**src/hdl/cd_rx_pkg.sv**
```systemverilog
// shared types and constants for the rx byte stage; pages are fixed at 256 bytes by the length field
package cd_rx_pkg;

    typedef logic [7:0]  byte_t;      // bus byte, data or address
    typedef logic [8:0]  frame_len_t; // stored byte count, up to 260
    typedef logic [15:0] crc_t;       // crc register

    // parser states
    typedef enum logic {
        idle_wait,
        data
    } rx_state_t;

    // frame layout: src, dst, len, [data], crc_l, crc_h
    localparam frame_len_t HDR_LEN      = 9'd3;
    localparam frame_len_t CRC_LEN      = 9'd2;
    localparam byte_t      MAX_DATA_LEN = 8'd253;

    localparam byte_t ADDR_BROADCAST = 8'hff; // also the promiscuous filter value

    // crc-16 modbus, reflected
    localparam crc_t CRC_INIT = 16'hffff;
    localparam crc_t CRC_POLY = 16'ha001;

endpackage

```
**src/hdl/cd_rx_crc.sv**
```systemverilog
// crc-16 modbus over the byte stream; crc_eq_zero is only meaningful while des_data_clk is high
`timescale 1ns/1ps

module cd_rx_crc
    import cd_rx_pkg::*;
(
    input  logic  clk,
    input  logic  reset_n,
    input  byte_t des_data,
    input  logic  des_data_clk,
    input  logic  des_bus_idle,
    output logic  crc_eq_zero
);

    crc_t crc_q;
    crc_t crc_nxt;

    // one byte, lsb first
    function automatic crc_t crc_step(crc_t c, byte_t d);
        crc_t r;
        r = c ^ {8'h00, d};
        for (int i = 0; i < 8; i++) begin
            r = r[0] ? ((r >> 1) ^ CRC_POLY) : (r >> 1);
        end
        return r;
    endfunction

    assign crc_nxt     = crc_step(crc_q, des_data);
    assign crc_eq_zero = (crc_nxt == 16'h0000); // residue including current byte

    always_ff @(posedge clk or negedge reset_n) begin
        if (!reset_n) begin
            crc_q <= CRC_INIT;
        end else if (des_bus_idle) begin
            crc_q <= CRC_INIT; // restart for next frame
        end else if (des_data_clk) begin
            crc_q <= crc_nxt;
        end
    end

endmodule

```
**src/hdl/cd_rx_bytes.sv**
```systemverilog
// frame parser and address filter; config inputs must stay stable during a frame, only 256 bytes are stored
`timescale 1ns/1ps

module cd_rx_bytes
    import cd_rx_pkg::*;
(
    input  logic       clk,
    input  logic       reset_n,

    input  byte_t      filter,
    input  byte_t      filter_m0,
    input  byte_t      filter_m1,
    input  logic       user_crc,
    input  logic       not_drop,
    input  logic       abort,

    input  logic       des_bus_idle,
    input  logic       des_data_clk,
    input  logic       crc_eq_zero,
    input  byte_t      des_data,

    output logic       error,

    output byte_t      ram_wr_byte,
    output byte_t      ram_wr_addr,
    output logic       ram_wr_en,
    output frame_len_t ram_wr_len,
    output logic       ram_switch
);

    rx_state_t  state;
    frame_len_t byte_cnt;  // bytes seen in this frame
    byte_t      data_len;  // copy of byte 2
    logic       drop_flag;

    logic       is_promisc;
    logic       dst_match;
    logic       byte_stb;
    logic       is_last;
    logic       frame_good;
    frame_len_t last_idx;

    // clamp to one page
    function automatic frame_len_t clamp_len(frame_len_t n);
        if (n > 9'd256)
            return 9'd256;
        return n;
    endfunction

    assign is_promisc = (filter == ADDR_BROADCAST);
    assign dst_match  = (des_data == filter) || (des_data == ADDR_BROADCAST) ||
                        (des_data == filter_m0) || (des_data == filter_m1);

    assign byte_stb   = (state == data) && des_data_clk && !des_bus_idle;
    assign last_idx   = frame_len_t'(data_len) + HDR_LEN + CRC_LEN - 9'd1;
    assign is_last    = byte_stb && (byte_cnt == last_idx);
    assign frame_good = (crc_eq_zero || user_crc) && (data_len <= MAX_DATA_LEN);

    always_ff @(posedge clk or negedge reset_n) begin
        if (!reset_n) begin
            state      <= idle_wait;
            byte_cnt   <= '0;
            data_len   <= '0;
            drop_flag  <= 1'b0;
            error      <= 1'b0;
            ram_wr_en  <= 1'b0;
            ram_switch <= 1'b0;
        end else begin
            error      <= 1'b0;
            ram_switch <= 1'b0;
            ram_wr_en  <= byte_stb && !byte_cnt[8]; // first 256 bytes only

            case (state)
                idle_wait: begin
                    byte_cnt  <= '0;
                    data_len  <= '0;
                    drop_flag <= 1'b0;
                    if (des_bus_idle)
                        state <= data; // bus quiet, ready for a frame
                end

                data: begin
                    if (des_bus_idle) begin
                        if (byte_cnt != '0) begin
                            // cut short by idle
                            if (!drop_flag && !abort) begin
                                error      <= 1'b1;
                                ram_switch <= not_drop;
                            end
                            state <= idle_wait;
                        end
                    end else if (byte_stb) begin
                        byte_cnt <= byte_cnt + 9'd1;

                        if (byte_cnt == 9'd0 && des_data == filter)
                            drop_flag <= !is_promisc; // own echo
                        if (byte_cnt == 9'd1 && !dst_match)
                            drop_flag <= !is_promisc;
                        if (byte_cnt == 9'd2)
                            data_len <= des_data;

                        if (is_last) begin
                            if (!drop_flag && !abort) begin
                                if (frame_good) begin
                                    ram_switch <= 1'b1;
                                end else begin
                                    error      <= 1'b1;
                                    ram_switch <= not_drop;
                                end
                            end
                            state <= idle_wait;
                        end
                    end
                end

                default: state <= idle_wait;
            endcase

            if (abort)
                state <= idle_wait; // skip rest of frame until idle
        end
    end

    // payload side of the write port
    always_ff @(posedge clk) begin
        if (byte_stb) begin
            ram_wr_byte <= des_data;
            ram_wr_addr <= byte_cnt[7:0];
        end
        if (is_last)
            ram_wr_len <= clamp_len(byte_cnt + 9'd1);
        else if (state == data && des_bus_idle)
            ram_wr_len <= clamp_len(byte_cnt); // bytes actually received
    end

endmodule

```
**src/hdl/cd_rx_pp_buf.sv**
```systemverilog
// two 256-byte pages, one frame pending at a time; every out_valid byte must be taken by the consumer
`timescale 1ns/1ps

module cd_rx_pp_buf
    import cd_rx_pkg::*;
(
    input  logic       clk,
    input  logic       reset_n,

    input  byte_t      ram_wr_byte,
    input  byte_t      ram_wr_addr,
    input  logic       ram_wr_en,
    input  frame_len_t ram_wr_len,
    input  logic       ram_switch,

    input  logic       rd_credit,

    output byte_t      out_data,
    output logic       out_valid,
    output logic       out_last,
    output logic       rx_lost
);

    byte_t      mem [0:511];  // page is the msb of the index
    frame_len_t page_len [0:1];
    logic [1:0] full;
    logic       wr_page;
    logic       rd_page;
    byte_t      rd_addr;
    logic [9:0] credit_cnt;

    logic       commit_ok;
    logic       take;
    logic       take_last;

    assign commit_ok = ram_switch && !full[~wr_page];
    assign take      = (credit_cnt != '0) && full[rd_page];
    assign take_last = take && (frame_len_t'(rd_addr) == page_len[rd_page] - 9'd1);

    always_ff @(posedge clk or negedge reset_n) begin
        if (!reset_n) begin
            full       <= 2'b00;
            wr_page    <= 1'b0;
            rd_page    <= 1'b0;
            rd_addr    <= '0;
            credit_cnt <= '0;
            out_valid  <= 1'b0;
            out_last   <= 1'b0;
            rx_lost    <= 1'b0;
        end else begin
            out_valid <= take;
            out_last  <= take_last;
            rx_lost   <= ram_switch && full[~wr_page]; // no room, frame thrown away

            if (commit_ok) begin
                full[wr_page] <= 1'b1;
                wr_page       <= ~wr_page;
            end

            if (take) begin
                rd_addr <= rd_addr + 8'd1;
                if (take_last) begin
                    rd_addr       <= '0;
                    full[rd_page] <= 1'b0; // page free again
                    rd_page       <= ~rd_page;
                end
            end

            case ({rd_credit, take})
                2'b10: if (credit_cnt != '1) credit_cnt <= credit_cnt + 10'd1;
                2'b01: credit_cnt <= credit_cnt - 10'd1;
                default: ;
            endcase
        end
    end

    always_ff @(posedge clk) begin
        if (ram_wr_en)
            mem[{wr_page, ram_wr_addr}] <= ram_wr_byte;
        if (commit_ok)
            page_len[wr_page] <= ram_wr_len;
        out_data <= mem[{rd_page, rd_addr}];
    end

endmodule

```
**src/hdl/cd_rx_top.sv**
```systemverilog
// rx byte stage top; bytes arrive already deserialized and config ports are plain inputs
`timescale 1ns/1ps

module cd_rx_top
    import cd_rx_pkg::*;
(
    input  logic  clk,
    input  logic  reset_n,

    input  byte_t des_data,
    input  logic  des_data_clk,
    input  logic  des_bus_idle,

    input  byte_t filter,
    input  byte_t filter_m0,
    input  byte_t filter_m1,
    input  logic  user_crc,
    input  logic  not_drop,
    input  logic  abort,

    input  logic  rd_credit,
    output byte_t out_data,
    output logic  out_valid,
    output logic  out_last,

    output logic  error,
    output logic  rx_lost
);

    logic       crc_eq_zero;
    byte_t      ram_wr_byte;
    byte_t      ram_wr_addr;
    logic       ram_wr_en;
    frame_len_t ram_wr_len;
    logic       ram_switch;

    cd_rx_crc i_crc (
        .clk          (clk),
        .reset_n      (reset_n),
        .des_data     (des_data),
        .des_data_clk (des_data_clk),
        .des_bus_idle (des_bus_idle),
        .crc_eq_zero  (crc_eq_zero)
    );

    cd_rx_bytes i_bytes (
        .clk          (clk),
        .reset_n      (reset_n),
        .filter       (filter),
        .filter_m0    (filter_m0),
        .filter_m1    (filter_m1),
        .user_crc     (user_crc),
        .not_drop     (not_drop),
        .abort        (abort),
        .des_bus_idle (des_bus_idle),
        .des_data_clk (des_data_clk),
        .crc_eq_zero  (crc_eq_zero),
        .des_data     (des_data),
        .error        (error),
        .ram_wr_byte  (ram_wr_byte),
        .ram_wr_addr  (ram_wr_addr),
        .ram_wr_en    (ram_wr_en),
        .ram_wr_len   (ram_wr_len),
        .ram_switch   (ram_switch)
    );

    cd_rx_pp_buf i_buf (
        .clk         (clk),
        .reset_n     (reset_n),
        .ram_wr_byte (ram_wr_byte),
        .ram_wr_addr (ram_wr_addr),
        .ram_wr_en   (ram_wr_en),
        .ram_wr_len  (ram_wr_len),
        .ram_switch  (ram_switch),
        .rd_credit   (rd_credit),
        .out_data    (out_data),
        .out_valid   (out_valid),
        .out_last    (out_last),
        .rx_lost     (rx_lost)
    );

endmodule

```
**config.mk**
```make
export PLATFORM = sky130hd
export DESIGN_NAME = cd_rx_top
export DESIGN_NICKNAME = d
export VERILOG_FILES = /design/src/hdl/cd_rx_pkg.sv /design/src/hdl/cd_rx_crc.sv /design/src/hdl/cd_rx_bytes.sv /design/src/hdl/cd_rx_pp_buf.sv /design/src/hdl/cd_rx_top.sv
export SDC_FILE = /design/constraint.sdc
export NUM_CORES = 2
export LEC_CHECK = 0
export BUFFER_PORTS_ARGS = -buffer_cell sky130_fd_sc_hd__buf_4
export CORE_ASPECT_RATIO = 0.75
export CORE_UTILIZATION = 42
export CTS_CLUSTER_SIZE = 10
export DETAILED_ROUTE_END_ITERATION = 10
export PLACE_DENSITY = 0.6
export SLEW_MARGIN = 15
export SYNTH_ARGS = -nofsm -noshare
export SYNTH_HDL_FRONTEND = slang
export SYNTH_MEMORY_MAX_BITS = 65536
export SYNTH_SLANG_ARGS = --single-unit
```
**constraint.sdc**
```tcl
create_clock -name clk -period 8.7 [get_ports clk]
set_input_delay 0.435 -clock clk [delete_from_list [all_inputs] [get_ports clk]]
set_output_delay 0.435 -clock clk [all_outputs]
set_load 0.01 [all_outputs]
```
=== Yosys cells after proc, flatten, opt, wreduce, memory -nomap -nowiden ===
Memory sizes are Yosys's and may differ from the RTL's. A register that Yosys moved wholly into a read port is not among the register bits.
Cells that the tools add are included.

* Add/sub/neg operators: 8
* $lt $le $gt $ge: 8
* Equality and inequality tests: 17
* Multiplexer cells: 74
* Bitwise logic cells: 15
* Reductions and logical operators: 38

{| class="wikitable"
|+ Operators with widths
! cell !! count
|-
| two-way mux 16 bit || 10
|-
| two-way mux 9 bit || 8
|-
| two-way mux 1 bit || 41
|-
| two-way mux 8 bit || 4
|-
| == test 8 bit || 3
|-
| NOT 2 -> 3 bit || 8
|-
| one-hot mux 10 bit (2 select lines) || 1
|-
| > comparator 9 bit, second input constant || 2
|-
| one-hot mux 9 bit (2 select lines) || 1
|-
| subtractor 9 x 1 -> 9 bit, second input constant || 2
|-
| == test 8 bit, second input constant || 2
|-
| logical NOT 16 bit || 1
|-
| one-hot mux 8 bit (2 select lines) || 1
|-
| bitwise XOR 16 x 8 -> 16 bit || 1
|-
| logical AND 1 bit || 15
|-
| adder 10 x 1 -> 10 bit, second input constant || 1
|-
| two-way mux 10 bit || 1
|-
| != test 10 bit, second input constant || 1
|-
| nonzero test 10 bit || 1
|-
| subtractor 10 x 1 -> 10 bit, second input constant || 1
|-
| adder 8 x 2 -> 9 bit, second input constant || 1
|-
| adder 9 x 1 -> 9 bit, second input constant || 1
|-
| adder 9 x 2 -> 9 bit, second input constant || 1
|-
| == test 8 x 9 -> 1 bit || 1
|-
| other kinds (26) || 51
|}

* Register bits: 88
* RAM bits: 4114
* Bits of input ports: 40
* Output and inout bits: 12
* Logic and storage cells: 181
* Memories kept: 2

{| class="wikitable"
|+ Memories
! name !! words !! width !! rd ports !! clocked after memory_dff !! write ports !! RTL line !! text
|-
| i_buf.mem || 512 || 8 || 1 || 1 || 1 || cd_rx_pp_buf.sv:24 || <nowiki>byte_t mem [0:511];</nowiki>
|-
| i_buf.page_len || 2 || 9 || 1 || 0 || 1 || cd_rx_pp_buf.sv:25 || <nowiki>frame_len_t page_len [0:1];</nowiki>
|}

=== Logic depth before layout (Yosys ltp) ===
* Word-level depth: 26
* Gate-level depth with buffers: 15
* Depth with buffers taken out: 14

=== By module ===
From an unflattened synthesis, not the netlist that was laid out.

* Cells, all modules: 8165
* Area total of the unflattened synthesis: 166098.1 µm²

{| class="wikitable"
|+ Modules (own cells, without submodules)
! module !! times used !! cells each !! area an instance (µm²) !! sequential area each (µm²)
|-
| cd_rx_pp_buf || 1 || 7796 || 162320.7 || 124324.2
|-
| cd_rx_bytes || 1 || 281 || 2790.2 || 1301.2
|-
| cd_rx_crc || 1 || 88 || 987.2 || 420.4
|}

=== Least setup slack after synthesis ===
No wires, ideal clock.

* Path kind: reg2reg
* From: reg i_bytes.ram_wr_byte[0]
* To: mem i_buf.mem[0][0] (netlist name) (data pin)
* Setup time: 1.435 ns
* Arrival: 6.158 ns
* Data required time: 7.265 ns
* Setup slack: 1.107 ns
* Cell stages (with the launch flop): 1
* Path buffers: 0
* Clock period less this slack: 7.593 ns
* Cells stage by stage: edfxtp_1

{| class="wikitable"
|+ RTL lines
! element !! RTL line !! text
|-
| start: declaration || cd_rx_bytes.sv:24 || <nowiki>output byte_t ram_wr_byte,</nowiki>
|-
| start signal: assignment || cd_rx_bytes.sv:127 || <nowiki>ram_wr_byte <= des_data;</nowiki>
|-
| end: declaration || cd_rx_pp_buf.sv:24 ||
|}

Straight into the memory's write port.

==> flow_metrics.env <==
export IMPL_drv_slew=0
export IMPL_post_route_period_util_pct=67.3
export IMPL_p_per_area_nw_per_um2=298
export IMPL_worstPathCellList="buf_4, buf_12, mux4_2, a22o_1, a221oi_1, o22ai_1, nor3_1, nor3_1, nor3_1, a31oi_1"
export IMPL_grt_pass1_vias=81200
export IMPL_swShare_pct=30.5
export IMPL_p_sw_mw=16.7
export IMPL_synth_seq_cells=4210
export IMPL_synth_seq_area_share_pct=76.7
export IMPL_gp_congestion=0.840
export IMPL_cts_tree="done"
export IMPL_stdcell_count=13300
export IMPL_ys_async_sr_fraction_pct=1.50
export IMPL_synth_area_um2=164000
export IMPL_wl_um=456000
export IMPL_postRouteAntennaNets=0
export IMPL_final_area_um2=183000
export IMPL_dp_hpwl_um=266000
export IMPL_nets=7974
export IMPL_combPwrFrac_pct=27.4
export IMPL_postSynthAreaPerCell_um2=21.4
export IMPL_avgViaCountPerCell=6.21
export IMPL_grt_usage_pct=22.9
export IMPL_core_um2=389000
export IMPL_routedWlPerCell_um=34.4
export IMPL_synth_fp_nets=7729
export IMPL_cp_end_kind="register"
export IMPL_route_detailed_drc=0
export IMPL_dr_first_iter_drc_count=11700
export IMPL_grt_pass1_wl_um=639000
export IMPL_synth_top_cell_by_area="edfxtp_1"
export IMPL_num_vias=82300
export IMPL_ioPinCount=52
export IMPL_fmax_mhz=171
export IMPL_post_synth_main_area_contributors="edfxtp_1 (76%), mux4_2 (14%), mux2i_1 (1.5%)"
export IMPL_grt_overflow=0
export IMPL_reg2reg_slack_ns=2.85
export IMPL_rr_startpoint="i_buf.rd_addr[0]"
export IMPL_synth_edf_count=4139
export IMPL_path_max_fanout=42
export IMPL_arrival_ns=6.65
export IMPL_insertion_delay_ns=0.95
export IMPL_placedCellCount=12600
export IMPL_cp_common_cell="nor3_1"
export IMPL_io_buffer_count=51
export IMPL_tns_ns=0
export IMPL_critPathMaxStageDelay_ns=1.08
export IMPL_seq_power_share_pct=41.2
export IMPL_numCtsBuffers=465
export IMPL_crit_path_top_delay_cell="nor3_1"
export IMPL_internal_power_mw=38.0
export IMPL_clkPwrFrac_pct=31.4
export IMPL_fp_dieH_um=544
export IMPL_timing_critical_path_from_type="register"
export IMPL_worst_endpoint_required_ns=9.49
export IMPL_setup_viol=0
export IMPL_initial_core_util_pct=42.3
export IMPL_die_w_um=724
export IMPL_min_period_ns=5.85
export IMPL_leakagePower_nw=56.1
export IMPL_rr_endpoint="i_buf.out_data[4]"
export IMPL_clock_sinks=4210
export IMPL_max_cap_violations=0
export IMPL_finClkSkew_ns=0.0582
export IMPL_reg2reg_depth=10
export IMPL_place_area_um2=171000
export IMPL_tightestPinTransition_ns=1.33
export IMPL_hold_viol_final=0
export IMPL_grt_max_degree=223
export IMPL_totalPowerFinal_mw=54.7
export IMPL_dp_slack_ns=2.90
export IMPL_vdd_drop_max_mv=0.253
export IMPL_yosysTopAreaCellShare_pct=75.6
export IMPL_synth_ff_type="edfxtp_1"
export IMPL_root_buffer="clkbuf_16"
export IMPL_antenna_found_initial=30
export IMPL_fin_hold_ws_ns=0.185
export IMPL_worstSetupPathType="register to register"
export IMPL_die_area_um2=394000
export IMPL_syn2layout_area_growth_pct=11.6
export IMPL_yosys_warnings=0
export IMPL_clk_pin_slew_worst_paths_ns=0.06
export IMPL_max_clock_path_buffers=4
export IMPL_yosys_cell_types_count=77
export IMPL_num_rows=198
export IMPL_status="finished clean"
export IMPL_worstHoldPathType="primary input to asynchronous set/reset pin"
export IMPL_htreeDepth=5
export IMPL_post_route_util_pct=47.2
export IMPL_cts_setup_buffers=0
export IMPL_rsz0062_at_grt="no"
export IMPL_drive_gt1_share_pct=23.2
export IMPL_first_pass_iters=6
export IMPL_timing_slew_headroom_pct=10.0
export IMPL_postSynthCellCount=7672
export IMPL_worst_slack_ns=2.85
## flip-flops by register name (all words and copies together) (netlist names), 2 cells and up
name	cells
i_bytes.data_len	8
i_buf.credit_cnt	10
i_crc.crc_q	16
i_buf.out_data	8
i_bytes.ram_wr_addr	8
i_bytes.ram_wr_byte	8
i_buf.page_len	18
i_bytes.ram_wr_len	9
i_buf.full	2
i_buf.rd_addr	8
i_bytes.byte_cnt	9
i_buf.mem	4096
## cells in the final DEF (no fill, tap or decap), types with 9 or more instances in the layout
cell           synthesis  final
a2111oi_0             20     18
a211o_1               12     12
a211oi_1              34     32
a21boi_0              14     14
a21oi_1               93     92
a221oi_1              57     57
a22o_1                33     33
a22oi_1               96     96
a31oi_1               19     18
and2_1                12      9
and3_1                12     12
buf_12                 1     31
buf_4                 50    204
clkbuf_1             207    104
clkbuf_16              0    474
dfrtp_1               47     39
dfstp_2               16     16
diode_2                0     12
dlygate4sd3_1          0     19
edfxtp_1            4139   4139
ha_1                  16     16
inv_1                 15     13
mux2_2                18     18
mux2i_1              250    249
mux4_1                13     13
mux4_2              1027   1027
nand2_1              144    131
nand2_4                0     12
nand3_1               34     28
nand4_1               20     20
nor2_1               617    608
nor2b_1               25     19
nor3_1                33     29
nor4_1                12     10
o21ai_0               58     56
o221ai_1              48     48
o22ai_1               61     61
o31ai_1                9      9
xnor2_1               66     66
xor2_1                21     21
## how the worst max path moves through the flow
| stage | from | to | slack, ns |
|---|---|---|---|
| finish | i_buf.rd_addr[0] | i_buf.out_data[4] | 2.85 |
| global route | i_buf.rd_addr[0] | i_buf.out_data[4] | 2.77 |
| CTS | i_buf.rd_addr[0] | i_buf.out_data[4] | 2.88 |
| detailed placement | i_buf.rd_addr[0] | i_buf.out_data[4] | 2.90 |
| global placement | i_buf.rd_addr[1] | i_buf.out_data[2] | 2.48 |
| floorplan | i_bytes.ram_wr_byte[0] | i_buf.mem[0][0] | 1.11 |
## power groups by stage
stage,combinational [mW],sequential [mW],clock (mW)
floorplan,9.75,22.7,0
global placement,14.8,22.9,0
detailed placement,14.9,22.9,0
CTS,14.9,22.5,17.4
global route,15.5,22.5,18.1
finish,15.0,22.5,17.2
## Yosys cell counts, types with 13 or more instances
cell          n
a2111oi_0    20
a211oi_1     34
a21boi_0     14
a21oi_1      93
a221oi_1     57
a22o_1       33
a22oi_1      96
a31oi_1      19
buf_1        41
buf_2       101
buf_4        50
buf_6        69
clkbuf_1    207
dfrtp_1      47
dfstp_2      16
edfxtp_1   4139
ha_1         16
inv_1        15
mux2_2       18
mux2i_1     250
mux4_1       13
mux4_2     1027
nand2_1     144
nand3_1      34
nand4_1      20
nor2_1      617
nor2b_1      25
nor3_1       33
o21ai_0      58
o221ai_1     48
o22ai_1      61
xnor2_1      66
xor2_1       21
## kinds of logic after synthesis
logic type | Yosys count | synth area share (%)
compound gates | 597 | 2.60
xor+xnor | 87 | 0.464
fa+ha+maj | 17 | 0.134
buf+inv | 497 | 1.71
flops | 4210 | 76.7
mux | 1308 | 15.9
simple gates | 956 | 2.46
## worst max-delay path, delay by kind of cell (launching register included)
family / cells / cell delay (ns)
and+or+nand+nor: 3 / 1.96
AOI/OAI and AO/OA: 4 / 1.16
DFF: 1 / 1.03
buffers and inverters: 2 / 0.85
muxes: 1 / 0.59
## repair_timing
| item | in CTS | in global routing |
|---|---|---|
| endpoints found under the hold margin | 84 | 0 |
| gates resized for setup | 0 | 0 |
| hold buffers | 19 | 0 |
## metal layers
metal	up-vias	share of wire (%)	track usage, %
li1	32400	-	-
met1	44300	42	34.4
met2	4744	44	33.2
met3	792	11	5.85
met4	18	3.1	6.69
met5	-	0.025	0
## final cells by class
cell class	instances	area, um2
diodes	12	30.0
multi-input cells	2965	35800
well taps	5200	6510
flip-flops and latches	4210	126000
repair buffers	256	2380
clock buffers	578	12300
fillers	31400	205000
clock inverters	18	245
inverters	19	80.1
Note: power is estimated with default switching activity, not from simulation.
